[config.mk]
export PLATFORM = sky130hd
export DESIGN_NAME = trdb_filter
export DESIGN_NICKNAME = d
export VERILOG_FILES = /design/src/hw/trdb_pkg.sv /design/src/hw/trdb_field_if.sv /design/src/hw/trdb_filter.sv /design/src/hw/trdb_qualify.sv /design/src/hw/trdb_range_cmp.sv /design/src/hw/trdb_field_select.sv
export SDC_FILE = /design/constraint.sdc
export NUM_CORES = 1
export LEC_CHECK = 0
export ABC_AREA = 1
export ABC_CLOCK_PERIOD_IN_PS = 4200
export BUFFER_PORTS_ARGS = -buffer_cell sky130_fd_sc_hd__buf_2
export CAP_MARGIN = 20
export CORE_ASPECT_RATIO = 2
export CORE_MARGIN = 2
export CORE_UTILIZATION = 50
export CTS_BUF_LIST = sky130_fd_sc_hd__clkbuf_8
export DETAILED_ROUTE_END_ITERATION = 8
export MAX_ROUTING_LAYER = met4
export PLACE_DENSITY = 0.75
export SLEW_MARGIN = 20
export SYNTH_ARGS = -nofsm -noshare
export SYNTH_HDL_FRONTEND = slang
export SYNTH_SLANG_ARGS = --single-unit
[constraint.sdc]
create_clock -name clk -period 4.2 [get_ports clk]
set_input_delay 0 -clock clk [delete_from_list [all_inputs] [get_ports clk]]
set_output_delay 0 -clock clk [all_outputs]
set_load 0.005 [all_outputs]
[src/hw/trdb_pkg.sv]
// ~~~~~~~~~~~~~~~~~~~~~~~~~~~~~~~~~~~~~~~~~~~~~~~~~~
// widths and field order shared by the trace filter
// QUAL_LATENCY must match the register stages in trdb_filter
// ~~~~~~~~~~~~~~~~~~~~~~~~~~~~~~~~~~~~~~~~~~~~~~~~~~

`default_nettype none

package trdb_pkg;

    // data and address width, default for the top level
    localparam int unsigned XLEN = 32;

    // narrow trace fields
    localparam int unsigned CAUSE_LEN = 5;
    localparam int unsigned PRIV_LEN  = 2;

    // number of fields that have a filter setting
    localparam int unsigned NUM_FIELDS = 5;

    // index of each field in the hit vector and the interface array
    typedef enum logic [2:0] {
        FIELD_CAUSE = 3'd0,
        FIELD_TVEC  = 3'd1,
        FIELD_TVAL  = 3'd2,
        FIELD_PRIV  = 3'd3,
        FIELD_IADDR = 3'd4
    } field_idx_e;

    // edges from packet inputs to nc_qualified_o
    // select stage, compare stage, qualify stage
    localparam int unsigned QUAL_LATENCY = 3;

endpackage

`default_nettype wire
[src/hw/trdb_field_if.sv]
// ~~~~~~~~~~~~~~~~~~~~~~~~~~~~~~~~~~~~~~~~~~~~~~~~~~
// one trace field, already widened to XLEN bits,
// together with its filter setting
// ~~~~~~~~~~~~~~~~~~~~~~~~~~~~~~~~~~~~~~~~~~~~~~~~~~

`default_nettype none

interface trdb_field_if #(
    parameter int unsigned XLEN = trdb_pkg::XLEN
);

    logic [XLEN-1:0] value;
    logic            filter_en;
    // 1: range mode, 0: match mode
    logic            mode;
    logic [XLEN-1:0] upper;
    logic [XLEN-1:0] lower;
    logic [XLEN-1:0] match;

    modport src (
        output value, filter_en, mode, upper, lower, match
    );

    modport snk (
        input value, filter_en, mode, upper, lower, match
    );

endinterface

`default_nettype wire

[src/hw/trdb_filter.sv]
// ~~~~~~~~~~~~~~~~~~~~~~~~~~~~~~~~~~~~~~~~~~~~~~~~~~
// trace qualification filter, new packet every cycle
// result appears QUAL_LATENCY edges after its inputs
// ~~~~~~~~~~~~~~~~~~~~~~~~~~~~~~~~~~~~~~~~~~~~~~~~~~

`default_nettype none

module trdb_filter #(
    parameter int unsigned XLEN = trdb_pkg::XLEN
) (
    input  logic                           clk,
    input  logic                           rst_n_i,
    input  logic                           trace_enable_i,
    // cause
    input  logic                           cause_filter_i,
    input  logic [trdb_pkg::CAUSE_LEN-1:0] upper_cause_i,
    input  logic [trdb_pkg::CAUSE_LEN-1:0] lower_cause_i,
    input  logic [trdb_pkg::CAUSE_LEN-1:0] match_cause_i,
    input  logic                           cause_mode_i,
    input  logic [trdb_pkg::CAUSE_LEN-1:0] cause_i,
    // tvec
    input  logic                           tvec_filter_i,
    input  logic [XLEN-1:2]                upper_tvec_i,
    input  logic [XLEN-1:2]                lower_tvec_i,
    input  logic [XLEN-1:2]                match_tvec_i,
    input  logic                           tvec_mode_i,
    input  logic [XLEN-1:2]                tvec_i,
    // tval
    input  logic                           tval_filter_i,
    input  logic [XLEN-1:0]                upper_tval_i,
    input  logic [XLEN-1:0]                lower_tval_i,
    input  logic [XLEN-1:0]                match_tval_i,
    input  logic                           tval_mode_i,
    input  logic [XLEN-1:0]                tval_i,
    // privilege level
    input  logic                           priv_lvl_filter_i,
    input  logic [trdb_pkg::PRIV_LEN-1:0]  upper_priv_lvl_i,
    input  logic [trdb_pkg::PRIV_LEN-1:0]  lower_priv_lvl_i,
    input  logic [trdb_pkg::PRIV_LEN-1:0]  match_priv_lvl_i,
    input  logic                           priv_lvl_mode_i,
    input  logic [trdb_pkg::PRIV_LEN-1:0]  priv_lvl_i,
    // instruction address
    input  logic                           iaddr_filter_i,
    input  logic [XLEN-1:0]                upper_iaddr_i,
    input  logic [XLEN-1:0]                lower_iaddr_i,
    input  logic [XLEN-1:0]                match_iaddr_i,
    input  logic                           iaddr_mode_i,
    input  logic [XLEN-1:0]                iaddr_i,
    output logic                           nc_qualified_o
);

    import trdb_pkg::*;

    logic                  te;
    logic [NUM_FIELDS-1:0] hit;

    trdb_field_if #(.XLEN(XLEN)) field_if [NUM_FIELDS] ();

    // port names match the top level one to one
    trdb_field_select #(
        .XLEN(XLEN)
    ) u_field_select (
        .*,
        .fields_o (field_if),
        .te_o     (te)
    );

    for (genvar k = 0; k < NUM_FIELDS; k++) begin : g_cmp
        trdb_range_cmp #(
            .XLEN(XLEN)
        ) u_range_cmp (
            .clk     (clk),
            .rst_n_i (rst_n_i),
            .field_i (field_if[k]),
            .hit_o   (hit[k])
        );
    end

    trdb_qualify u_qualify (
        .clk            (clk),
        .rst_n_i        (rst_n_i),
        .te_i           (te),
        .hit_i          (hit),
        .nc_qualified_o (nc_qualified_o)
    );

endmodule

`default_nettype wire

[src/hw/trdb_qualify.sv]
// ~~~~~~~~~~~~~~~~~~~~~~~~~~~~~~~~~~~~~~~~~~~~~~~~~~
// last stage: te delayed one edge to meet the hits,
// then ANDed with all of them and registered
// ~~~~~~~~~~~~~~~~~~~~~~~~~~~~~~~~~~~~~~~~~~~~~~~~~~

`default_nettype none

module trdb_qualify (
    input  logic                            clk,
    input  logic                            rst_n_i,
    input  logic                            te_i,
    input  logic [trdb_pkg::NUM_FIELDS-1:0] hit_i,
    output logic                            nc_qualified_o
);

    logic te_q;
    logic qual_d;
    logic qual_q;

    // te_q and hit_i belong to the same packet
    assign qual_d = te_q & (&hit_i);

    always_ff @(posedge clk or negedge rst_n_i) begin
        if (!rst_n_i) begin
            te_q   <= 1'b0;
            qual_q <= 1'b0;
        end else begin
            te_q   <= te_i;
            qual_q <= qual_d;
        end
    end

    assign nc_qualified_o = qual_q;

endmodule

`default_nettype wire

[src/hw/trdb_range_cmp.sv]
// ~~~~~~~~~~~~~~~~~~~~~~~~~~~~~~~~~~~~~~~~~~~~~~~~~~
// per-field judge, unsigned compares only
// hit is registered, one edge after the field
// ~~~~~~~~~~~~~~~~~~~~~~~~~~~~~~~~~~~~~~~~~~~~~~~~~~

`default_nettype none

module trdb_range_cmp #(
    parameter int unsigned XLEN = trdb_pkg::XLEN
) (
    input  logic      clk,
    input  logic      rst_n_i,
    trdb_field_if.snk field_i,
    output logic      hit_o
);

    logic in_range;
    logic is_match;
    logic hit_d;
    logic hit_q;

    // bounds are inclusive
    assign in_range = (field_i.value >= field_i.lower) &&
                      (field_i.value <= field_i.upper);
    assign is_match = (field_i.value == field_i.match);

    always_comb begin
        if (!field_i.filter_en) begin
            // disabled field never blocks
            hit_d = 1'b1;
        end else if (field_i.mode) begin
            hit_d = in_range;
        end else begin
            hit_d = is_match;
        end
    end

    always_ff @(posedge clk or negedge rst_n_i) begin
        if (!rst_n_i) begin
            hit_q <= 1'b0;
        end else begin
            hit_q <= hit_d;
        end
    end

    assign hit_o = hit_q;

endmodule

`default_nettype wire

[src/hw/trdb_field_select.sv]
// ~~~~~~~~~~~~~~~~~~~~~~~~~~~~~~~~~~~~~~~~~~~~~~~~~~
// first stage: registers packet and settings, widens
// cause, tvec and priv to XLEN, no handshake
// ~~~~~~~~~~~~~~~~~~~~~~~~~~~~~~~~~~~~~~~~~~~~~~~~~~

`default_nettype none

module trdb_field_select #(
    parameter int unsigned XLEN = trdb_pkg::XLEN
) (
    input  logic                           clk,
    input  logic                           rst_n_i,
    input  logic                           trace_enable_i,
    // cause
    input  logic                           cause_filter_i,
    input  logic [trdb_pkg::CAUSE_LEN-1:0] upper_cause_i,
    input  logic [trdb_pkg::CAUSE_LEN-1:0] lower_cause_i,
    input  logic [trdb_pkg::CAUSE_LEN-1:0] match_cause_i,
    input  logic                           cause_mode_i,
    input  logic [trdb_pkg::CAUSE_LEN-1:0] cause_i,
    // tvec, word aligned
    input  logic                           tvec_filter_i,
    input  logic [XLEN-1:2]                upper_tvec_i,
    input  logic [XLEN-1:2]                lower_tvec_i,
    input  logic [XLEN-1:2]                match_tvec_i,
    input  logic                           tvec_mode_i,
    input  logic [XLEN-1:2]                tvec_i,
    // tval
    input  logic                           tval_filter_i,
    input  logic [XLEN-1:0]                upper_tval_i,
    input  logic [XLEN-1:0]                lower_tval_i,
    input  logic [XLEN-1:0]                match_tval_i,
    input  logic                           tval_mode_i,
    input  logic [XLEN-1:0]                tval_i,
    // privilege level
    input  logic                           priv_lvl_filter_i,
    input  logic [trdb_pkg::PRIV_LEN-1:0]  upper_priv_lvl_i,
    input  logic [trdb_pkg::PRIV_LEN-1:0]  lower_priv_lvl_i,
    input  logic [trdb_pkg::PRIV_LEN-1:0]  match_priv_lvl_i,
    input  logic                           priv_lvl_mode_i,
    input  logic [trdb_pkg::PRIV_LEN-1:0]  priv_lvl_i,
    // instruction address
    input  logic                           iaddr_filter_i,
    input  logic [XLEN-1:0]                upper_iaddr_i,
    input  logic [XLEN-1:0]                lower_iaddr_i,
    input  logic [XLEN-1:0]                match_iaddr_i,
    input  logic                           iaddr_mode_i,
    input  logic [XLEN-1:0]                iaddr_i,
    trdb_field_if.src                      fields_o [trdb_pkg::NUM_FIELDS],
    output logic                           te_o
);

    import trdb_pkg::*;

    logic [NUM_FIELDS-1:0][XLEN-1:0] value_d;
    logic [NUM_FIELDS-1:0][XLEN-1:0] upper_d;
    logic [NUM_FIELDS-1:0][XLEN-1:0] lower_d;
    logic [NUM_FIELDS-1:0][XLEN-1:0] match_d;
    logic [NUM_FIELDS-1:0]           en_d;
    logic [NUM_FIELDS-1:0]           mode_d;

    logic [NUM_FIELDS-1:0][XLEN-1:0] value_q;
    logic [NUM_FIELDS-1:0][XLEN-1:0] upper_q;
    logic [NUM_FIELDS-1:0][XLEN-1:0] lower_q;
    logic [NUM_FIELDS-1:0][XLEN-1:0] match_q;
    logic [NUM_FIELDS-1:0]           en_q;
    logic [NUM_FIELDS-1:0]           mode_q;
    logic                            te_q;

    // widen and order by field_idx_e
    always_comb begin
        value_d[FIELD_CAUSE] = XLEN'(cause_i);
        upper_d[FIELD_CAUSE] = XLEN'(upper_cause_i);
        lower_d[FIELD_CAUSE] = XLEN'(lower_cause_i);
        match_d[FIELD_CAUSE] = XLEN'(match_cause_i);
        en_d[FIELD_CAUSE]    = cause_filter_i;
        mode_d[FIELD_CAUSE]  = cause_mode_i;

        // tvec keeps its bit positions, low two bits zero
        value_d[FIELD_TVEC]  = {tvec_i, 2'b00};
        upper_d[FIELD_TVEC]  = {upper_tvec_i, 2'b00};
        lower_d[FIELD_TVEC]  = {lower_tvec_i, 2'b00};
        match_d[FIELD_TVEC]  = {match_tvec_i, 2'b00};
        en_d[FIELD_TVEC]     = tvec_filter_i;
        mode_d[FIELD_TVEC]   = tvec_mode_i;

        value_d[FIELD_TVAL]  = tval_i;
        upper_d[FIELD_TVAL]  = upper_tval_i;
        lower_d[FIELD_TVAL]  = lower_tval_i;
        match_d[FIELD_TVAL]  = match_tval_i;
        en_d[FIELD_TVAL]     = tval_filter_i;
        mode_d[FIELD_TVAL]   = tval_mode_i;

        value_d[FIELD_PRIV]  = XLEN'(priv_lvl_i);
        upper_d[FIELD_PRIV]  = XLEN'(upper_priv_lvl_i);
        lower_d[FIELD_PRIV]  = XLEN'(lower_priv_lvl_i);
        match_d[FIELD_PRIV]  = XLEN'(match_priv_lvl_i);
        en_d[FIELD_PRIV]     = priv_lvl_filter_i;
        mode_d[FIELD_PRIV]   = priv_lvl_mode_i;

        value_d[FIELD_IADDR] = iaddr_i;
        upper_d[FIELD_IADDR] = upper_iaddr_i;
        lower_d[FIELD_IADDR] = lower_iaddr_i;
        match_d[FIELD_IADDR] = match_iaddr_i;
        en_d[FIELD_IADDR]    = iaddr_filter_i;
        mode_d[FIELD_IADDR]  = iaddr_mode_i;
    end

    always_ff @(posedge clk or negedge rst_n_i) begin
        if (!rst_n_i) begin
            value_q <= '0;
            upper_q <= '0;
            lower_q <= '0;
            match_q <= '0;
            en_q    <= '0;
            mode_q  <= '0;
            te_q    <= 1'b0;
        end else begin
            value_q <= value_d;
            upper_q <= upper_d;
            lower_q <= lower_d;
            match_q <= match_d;
            en_q    <= en_d;
            mode_q  <= mode_d;
            te_q    <= trace_enable_i;
        end
    end

    for (genvar k = 0; k < NUM_FIELDS; k++) begin : g_out
        assign fields_o[k].value     = value_q[k];
        assign fields_o[k].filter_en = en_q[k];
        assign fields_o[k].mode      = mode_q[k];
        assign fields_o[k].upper     = upper_q[k];
        assign fields_o[k].lower     = lower_q[k];
        assign fields_o[k].match     = match_q[k];
    end

    assign te_o = te_q;

endmodule

`default_nettype wire

==> impl_results.md, run 1 <==
* I/O Pins at 418
* Synthesis Warnings at 0
* Syn Nets at 2,211
* Post-cts sizing count at 0
* Starting Density at 50.7%
* Post-synth cell types at 34
* Synth cell count leaders: dfrtp_1, inv_1, nand2_1
* # port buffers at approximately 420
* Top cells by area, synth: dfrtp_1, ha_1, inv_1
* Run Error: [ERROR RSZ-0060] Max buffer count reached.
* Avg Cell Area, Syn at about 11 um2
* Post-synth top area share at 60.6%
* # hold bufs at CTS at 512
* Post-DP HPWL at 37,900 um
* # Post-CTS Setup Buffers at 0
* Most instantiated library cell after synthesis: dfrtp_1
* Register bit total from synthesis at 422
* Seq/Total Area, Yosys at about three fifths
* RePlAce Congestion at between 0.9 and 1
* Cells after synthesis at approximately 1,600
* Die Ht at 268 um
* Stopped at: clock tree synthesis
* Yosys top cell by area: dfrtp_1
* Async set-reset flop share out of synthesis at 100%
* CTS Buf Count at 57
* Clock sinks at between 400 and 500
* CTS root buffer: clkbuf_8
* DIE WIDTH at 136 um
* H-tree depth at 2
* CTS Buffer Depth at 3
* Top_reg_cell synth: dfrtp_1
* Status: stopped before the end
* Post-synth EDFFs at 0
* Synthesized area at between 0.015 and 0.02 mm2
* Cell Rows at 96
metrics by stage:
stage          std cells  hold slack (ns)  area, um2  util, %  setup slack, ns
2_1_floorplan       1592           -0.296      17400        -             2.72
3_3_place_gp        2454         -0.00539      20100     58.6             2.37
3_5_place_dp        2454         -0.00863      20100     58.6             2.35
logic make-up after synthesis:
family,synth area share [%]
flops,60.6
compound gates,5.94
xor+xnor,1.76
fa+ha+maj,14.5
simple gates,10.5
buf+inv,6.74
==> run 2: changes to the inputs <==
Settings changed: CORE_ASPECT_RATIO 2 to unset, CORE_UTILIZATION 50 to 35, CTS_BUF_LIST sky130_fd_sc_hd__clkbuf_8 to unset, MAX_ROUTING_LAYER met4 to unset, PLACE_DENSITY 0.75 to unset, PLACE_DENSITY_LB_ADDON set to 0.15.
==> run 2 against run 1 <==
The run now ends clean; synthesized cell count stayed put; area after synthesis stayed put.
==> impl_results.md, run 2 <==
* Most crowded layer after global routing: met2
* Critical Path End Type: async pin
* H-tree depth at 2 (unchanged)
* Slew Limit Fails at 0
* Initial antenna violation count at 5
* Critical path required time at 4.83 ns
* Clock latency on the worst-skew pair at 0.57 ns
* Most frequent cells in the layout: dfrtp_1, dlygate4sd3_1, buf_2, inv_1, nand2_1
* Min Tclk post-route at roughly 2 ns
* Reg clk slew, reported paths at 0.06 ns
* Grt total ovfl at 0
* Post-DP HPWL at 38,100 um (+0.62%)
* Post-cts sizing count at 0 (unchanged)
* RePlAce Congestion at 0.873 (-7.4%)
* Vias per cell at approximately 4.3
* Register bit total from synthesis at 422 (unchanged)
* DIE WIDTH at 227 um (+67%)
* Cells after synthesis at 1,592 (unchanged)
* Async set-reset flop share out of synthesis at 100% (unchanged)
* Final setup vio count at 0
* Vias after detailed routing at 13,800
* Largest net degree at the start of global routing at 116
* Worst Max-Slew Pin Slew at a little under 0.7 ns
* Top cells by area, synth: dfrtp_1, ha_1, inv_1
* Top_reg_cell synth: dfrtp_1
* Critical path type: primary input to async pin
* Share of post-route cells with drive strength above 1 at between 20% and 30%
* # port buffers at 417 (unchanged)
* Total die area at 0.0516 mm2
* CTS Buffer Depth at 3 (unchanged)
* Commonest non-fill, non-tap cell in the layout: dfrtp_1
* Synthesis Warnings at 0 (unchanged)
* Starting Density at 35.5% (-15 points)
* Highest clock rate at 512 MHz
* Cell leakage power at ~0.014 uW
* Max IR drop VDD at approximately 340 uV
* CP arrival at ~2.6 ns
* Post-route setup TNS at 0 ns
* I/O Pins at 418 (unchanged)
* First-pass GRT wire length at 81,200 um
* Seq/Total Area, Yosys at 60.6% (unchanged)
* CTS tree: built
* RSZ-0062 raised after global routing: no
* Most instantiated library cell after synthesis: dfrtp_1
* GR Util met1 at 25.3%
* Final Cycle Share at 46.5%
* Crit-path max FO at 61
* Total Routing Usage GR at 21.0%
* Post-synth top area share at 60.6% (unchanged)
* Maxcap violations at 0
* Final hold violation count at 0
* Synthesized area at 0.0174 mm2 (unchanged)
* Synth cell count leaders: dfrtp_1, inv_1, nand2_1
* Filler instances at ~4,300
* Met3 Use GR at 3.68%
* Placed Cells at 2,678 (+9.1%)
* Headroom to the max-slew limit at between 50% and 60%
* CTS Buf Count at 48 (-16%)
* Final nets at 3,101
* Clock sinks at 422 (unchanged)
* Avg WL per Cell at about 17 um
* Final Non-Filler Cells at between 3,000 and 4,000
* CTS root buffer: clkbuf_16
* First DRT Iteration DRCs at 696
* Area Growth Syn to Fin at 51.1%
* DRC at 0
* Yosys top cell by area: dfrtp_1
* Remaining antenna violation count after routing at 0
* Post-synth EDFFs at 0 (unchanged)
* Routed wire length at 53,300 um
* Syn Nets at 2,211 (unchanged)
* Vias in the first global route at 15,100
* Pwr dens at 385 mW/mm2
* Hold Crit Class: primary input to register
* Core Area at 0.0491 mm2
* Status: finished, final reports clean
* Post-synth cell types at 34 (unchanged)
* Drt pass-1 iters at 5
* Avg Cell Area, Syn at 10.9 um2 (unchanged)
* Die Ht at 227 um (-15%)
* Cell Rows at 81 (-16%)
* Routing usage on met2 at 36.7%
* CP Launch Type: primary input
* Clock skew at 0.0173 ns
[run 2: cell counts after synthesis]
No cell type changed its count.
[run 2: layout make-up]
class | count | area (um2) | area share, %
clock inverter | 18 | 368 | 1.40
sequential | 422 | 10600 | 40.1
antenna | 4 | 10.0 | 0.0380
tap | 664 | 831 | 3.15
timing repair buffer | 840 | 6360 | 24.1
multi-input combinational | 857 | 5690 | 21.6
clock buffer | 65 | 1350 | 5.11
inverter | 313 | 1170 | 4.46
[run 2: cell families after synthesis]
| logic type | share of synthesized area, % |
|---|---|
| fa+ha+maj | 14.5 |
| simple gates | 10.5 |
| xor+xnor | 1.76 |
| buf+inv | 6.74 |
| compound gates | 5.94 |
| flops | 60.6 |
[run 2: final timing paths]
kind / startpoint / end / slack, ns / cells after the start
setup / recovery: rst_n_i / u_field_select.fields_o[4].upper[25] / 2.25 / 4
hold / removal: match_iaddr_i[18] / u_field_select.fields_o[4].match[18] / 0.07 / 2
setup reg to reg: u_field_select.fields_o[1].value[7] / g_cmp[1].u_range_cmp.hit_o / 2.31 / 7
hold reg to reg: u_field_select.te_o / u_qualify.te_q / 0.35 / 0
max in group clk: u_field_select.fields_o[1].value[7] / g_cmp[1].u_range_cmp.hit_o / 2.31 / 7
min in group asynchronous: rst_n_i / u_field_select.fields_o[4].lower[31] / 0.51 / 3
[run 2: report_power, final]
group	switching, uW	internal [uW]	total [uW]
clock	1660	2850	4510
combinational	581	649	1230
sequential	124	4280	4400
total	2360	7780	10100
[run 2: per-layer routing]
layer	vias up	routed length [um]
met5	-	7
met4	2	2310
met3	132	2320
li1	6834	-
met1	6471	22000
met2	368	26700
[run 2: repair_timing]
| item | 4_1_cts | 5_1_grt |
|---|---|---|
| buffers inserted | 0 | 0 |
| hold buffers | 418 | 0 |
| endpoints found under the hold margin | 569 | 0 |
| setup endpoints to repair | 0 | 0 |
[run 2: metrics by stage]
step                hold WS, ns  util [%]  power (uW)  worst slack, ns  instance area [um2]
global route             0.0401      53.7       10600             1.99                26300
global placement         0.0322      41.7        5380             2.24                20400
detailed placement       0.0326      41.7        5390             2.29                20400
floorplan                -0.296         -        4880             2.72                17400
finish                   0.0666      53.7       10100             2.25                26300
CTS                      0.0127      53.7       10300             2.21                26300
[run 2: critical path, cell delays in order]
cell	delay (ns)
dlygate4sd3_1	0.52
dlygate4sd3_1	0.58
buf_8	0.41
dlygate4sd3_1	1.07
No activity file was read; power rests on OpenSTA's default activity.
==> run 3: changes to the inputs <==
Settings changed: ABC_CLOCK_PERIOD_IN_PS 4200 to 1900.
Clock period 4.2 ns to 1.9 ns, I/O delays scaled along.
==> run 3 against run 2 <==
Global-route usage up 0.11 points; final cell count up 0.88%; via count up 1.3%; power up 120%; clock power up 110%; combinational power up 130%; sequential share of layout area down 0.37 points; clock skew down 0.0012 ns; setup slack worse by 2.2 ns; final area up 0.93%; worst hold slack worse by 0.018 ns; critical path depth up 8; highest routed layer unchanged.
==> impl_results.md, run 3 (same netlist as run 2, synthesis figures left out) <==
* Pwr dens at 834 mW/mm2 (+120%)
* Routed wire length at 54,200 um (+1.5%)
* Critical path type: register to register
* Final nets at 3,120 (+0.61%)
* Critical Path End Type: register
* Remaining antenna violation count after routing at 0 (unchanged)
* Total Routing Usage GR at 21.1% (+0.11 points)
* Status: finished, final reports clean
* Post-route setup TNS at 0 ns (unchanged)
* Final Util at 54.2% (+0.50 points)
* Maxcap violations at 0 (unchanged)
* Die Ht at 227 um (unchanged)
* Slew Limit Fails at 0 (unchanged)
* Vias after detailed routing at 14,000 (+1.3%)
* H-tree depth at 2 (unchanged)
* Initial antenna violation count at 9 (+4)
* # port buffers at 417 (unchanged)
* Highest clock rate at around 550 MHz
* Post-DP HPWL at 38,200 um (about the same)
* Final setup vio count at 0 (unchanged)
* First DRT Iteration DRCs at 593 (-15%)
* Routing usage on met2 at 36.9% (+0.24 points)
* Grt total ovfl at 0 (unchanged)
* Most crowded layer after global routing: met2
* Filler instances at 4,258 (-1.3%)
* CTS tree: built
* CTS Buf Count at 48 (unchanged)
* Min Tclk post-route at between 1.5 and 2 ns
* Clock sinks at 422 (unchanged)
* DRC at 0 (unchanged)
* RePlAce Congestion at 0.870 (-0.34%)
* Reg power frac at 43.9% (+0.5 points)
* CTS root buffer: clkbuf_16
* CP Launch Type: register
* Critical path required time at 2.36 ns (-2.47 ns)
* Worst Max-Slew Pin Slew at 0.462 ns (-0.211 ns)
* Vias in the first global route at 15,400 (+2.1%)
* Avg WL per Cell at 16.9 um (+0.66%)
* GR Util met1 at 25.0% (-0.30 points)
* Area Growth Syn to Fin at 52.5%
* Max IR drop VDD at 732 uV (+120%)
* Starting Density at 35.5% (unchanged)
* Hold Crit Class: primary input to async pin
* Final Non-Filler Cells at 3,211 (+0.88%)
* Share of post-route cells with drive strength above 1 at 22.0% (+1.4 points)
* Cell Rows at 81 (unchanged)
* FF-to-FF setup slack at 0.09 ns (-2.22 ns)
* Core Area at 0.0491 mm2 (unchanged)
* CP arrival at 2.26 ns (-0.32 ns)
* Cell leakage power at 0.0138 uW (+0.76%)
* Crit-path max FO at 3 (-95%)
* CTS Buffer Depth at 3 (unchanged)
* Met3 Use GR at 3.86% (+0.18 points)
* Reg clk slew, reported paths at 0.06 ns (about the same)
* Clock skew at 0.0161 ns (-0.00124 ns)
* Sw frac at 24.2% (+0.89 points)
* Final Cycle Share at 95.1%
* DIE WIDTH at 227 um (unchanged)
* Final hold violation count at 0 (unchanged)
* Placed Cells at 2,695 (+0.63%)
* P_int at 16,800 uW (+120%)
* Clock latency on the worst-skew pair at 0.58 ns (about the same)
* Total die area at 0.0516 mm2 (unchanged)
* Combinational share of power at 12.6% (+0.5 points)
* Power share of the clock group at 43.6% (-0.9 points)
* I/O Pins at 418 (unchanged)
* Largest net degree at the start of global routing at 72 (-38%)
* First-pass GRT wire length at 81,700 um (+0.57%)
* Most frequent cells in the layout: dfrtp_1, dlygate4sd3_1, buf_2, inv_1, nand2_1
* Vias per cell at 4.35 (+0.38%)
* Commonest non-fill, non-tap cell in the layout: dfrtp_1
* P_sw at 5360 uW (+130%)
* Drt pass-1 iters at 5 (unchanged)
* Headroom to the max-slew limit at 69.0% (+14 points)
[run 3: changes by cell type in the layout (fill, tap and decap cells not counted), moves of 3 or more]
cell / before / now
diode_2: 4 / 7
a21oi_2: 0 / 4
clkinv_2: 2 / 5
a21oi_1: 87 / 83
nor2_2: 5 / 9
buf_4: 2 / 18
buf_12: 3 / 8
bufinv_16: 10 / 5
nor2_1: 93 / 88
[run 3: power groups by stage]
stage          Clock, uW  Sequential (uW)  Combinational, uW
2_1_floorplan          0             9780               1010
3_3_place_gp           0             9890               2030
3_5_place_dp           0             9890               2060
4_1_cts             9930             9730               2770
5_1_grt            10300             9770               3150
6_report            9660             9720               2790
[run 3: area by class of cell]
| type | count | area (um2) | share of cell area [%] |
|---|---|---|---|
| repair buffers | 859 | 6560 | 24.7 |
| inverters | 313 | 1170 | 4.42 |
| multi-input cells | 857 | 5760 | 21.7 |
| clock inverters | 20 | 268 | 1.01 |
| flip-flops and latches | 422 | 10600 | 39.7 |
| diodes | 7 | 17.5 | 0.0659 |
| well taps | 664 | 831 | 3.13 |
| clock buffers | 69 | 1410 | 5.31 |
[run 3: metrics by stage]
| stage | worst slack, ns | hold slack, ns | total power, uW | cell area [um2] |
|---|---|---|---|---|
| floorplan | 0.419 | -0.296 | 10800 | 17400 |
| global placement | -0.0115 | -0.0684 | 11900 | 20600 |
| detailed placement | 0.0329 | -0.0627 | 12000 | 20600 |
| CTS | 0.00253 | 0.00187 | 22400 | 26500 |
| global route | -0.0121 | 0.0235 | 23200 | 26600 |
| finish | 0.0936 | 0.0486 | 22200 | 26600 |
[run 3: timing repair]
| item | CTS | global route |
|---|---|---|
| setup buffers | 0 | 3 |
| hold buffers | 417 | 0 |
| endpoints found under the setup margin | 0 | 3 |
| resized for setup | 0 | 15 |
| endpoints found under the hold margin | 837 | 0 |
[run 3: worst paths after layout]
path / startpoint / to / depth (start not counted)
hold / removal: rst_n_i / u_field_select.fields_o[4].value[30] / 3
min in group clk: iaddr_i[0] / u_field_select.fields_o[4].value[0] / 2
hold reg to reg: u_field_select.te_o / u_qualify.te_q / 0
max in group asynchronous: rst_n_i / u_field_select.mode_q[0] / 4
setup / recovery: u_field_select.fields_o[1].value[15] / g_cmp[1].u_range_cmp.hit_o / 12
setup reg to reg: u_field_select.fields_o[1].value[15] / g_cmp[1].u_range_cmp.hit_o / 12
[run 3: critical path: stages, from the launching register on]
cell	delay [ns]
dfrtp_1	0.44
ha_1	0.33
nand2_1	0.07
nor2_1	0.15
nand2_1	0.07
inv_1	0.14
nand2_1	0.07
nand2_1	0.14
nand2_1	0.06
nand2_1	0.06
nand2_1	0.06
nand3_2	0.07
nand2_2	0.04
[run 3: layer usage]
layer,part of all wire [%],wire length [um],vias up
li1,-,-,6869
met1,41,22200,6571
met2,50,27000,396
met3,4.6,2510,142
met4,4.6,2470,4
met5,0.033,18,-
==> run 4: changes to the inputs <==
Settings changed: CTS_BUF_LIST set to sky130_fd_sc_hd__clkbuf_4 sky130_fd_sc_hd__clkbuf_8.
==> run 4 against run 3 <==
The run now fails in clock tree synthesis; area after synthesis unchanged; synthesized cell count unchanged.
==> impl_results.md, run 4 <==
* Status: stopped before the end
* Stopped at: clock tree synthesis
* Run Error: [ERROR RSZ-0060] Max buffer count reached.
* Post-Synth XOR/XNOR Area at 1.76% (unchanged)
* Post-cts sizing count at 0 (unchanged)
* Post-synth top area share at 60.6% (unchanged)
* Post-synthesis compound-gate area fraction at 5.94% (unchanged)
* RePlAce Congestion at 0.870 (unchanged)
* CTS Buffer Depth at 3 (unchanged)
* Cells after synthesis at 1,592 (unchanged)
* Seq/Total Area, Yosys at 60.6% (unchanged)
* Post-DP HPWL at 38,200 um (unchanged)
* Avg Cell Area, Syn at 10.9 um2 (unchanged)
* Register bit total from synthesis at 422 (unchanged)
* # port buffers at 417 (unchanged)
* Syn Nets at 2,211 (unchanged)
* Cell Rows at 81 (unchanged)
* Post-synthesis adder-cell area fraction at 14.5% (unchanged)
* Top cells by area, synth: dfrtp_1, ha_1, inv_1
* Synthesized area at 0.0174 mm2 (unchanged)
* Synth cell count leaders: dfrtp_1, inv_1, nand2_1
* DIE WIDTH at 227 um (unchanged)
* Most instantiated library cell after synthesis: dfrtp_1
* Post-synth cell types at 34 (unchanged)
* Top_reg_cell synth: dfrtp_1
* # Post-CTS Setup Buffers at 0 (unchanged)
* Async set-reset flop share out of synthesis at 100% (unchanged)
* # hold bufs at CTS at 568 (+36%)
* Clock sinks at 422 (unchanged)
* I/O Pins at 418 (unchanged)
* H-tree depth at 3 (+1)
* Largest family of logic cells by synthesized area: adder cells
* Post-synth EDFFs at 0 (unchanged)
* Synthesis Warnings at 0 (unchanged)
* Post-synthesis simple-gate area fraction at 10.5% (unchanged)
* Yosys top cell by area: dfrtp_1
* Starting Density at 35.5% (unchanged)
* CTS root buffer: clkbuf_8
* Multiplexer share of the synthesized area at 0% (unchanged)
* Dpl cell area at 0.0206 mm2 (unchanged)
* Die Ht at 227 um (unchanged)
* CTS Buf Count at 76 (+58%)
==> run 4: cell counts after synthesis <==
Identical to the previous run, type by type.
==> run 4: cell families after synthesis <==
| logic type | count (synthesis) |
|---|---|
| AO/OA/AOI/OAI | 184 |
| XOR/XNOR | 35 |
| adder cells (fa/ha/maj) | 202 |
| buffers and inverters | 313 |
| flip-flops | 422 |
| AND/OR/NAND/NOR | 436 |
==> run 4: through the flow <==
stage / TNS, ns / worst slack (ns) / cells / util (%)
3_5_place_dp: 0 / 0.0329 / 2695 / 42.0
3_3_place_gp: -0.0115 / -0.0115 / 2695 / 42.0
2_1_floorplan: 0 / 0.419 / 1592 / -
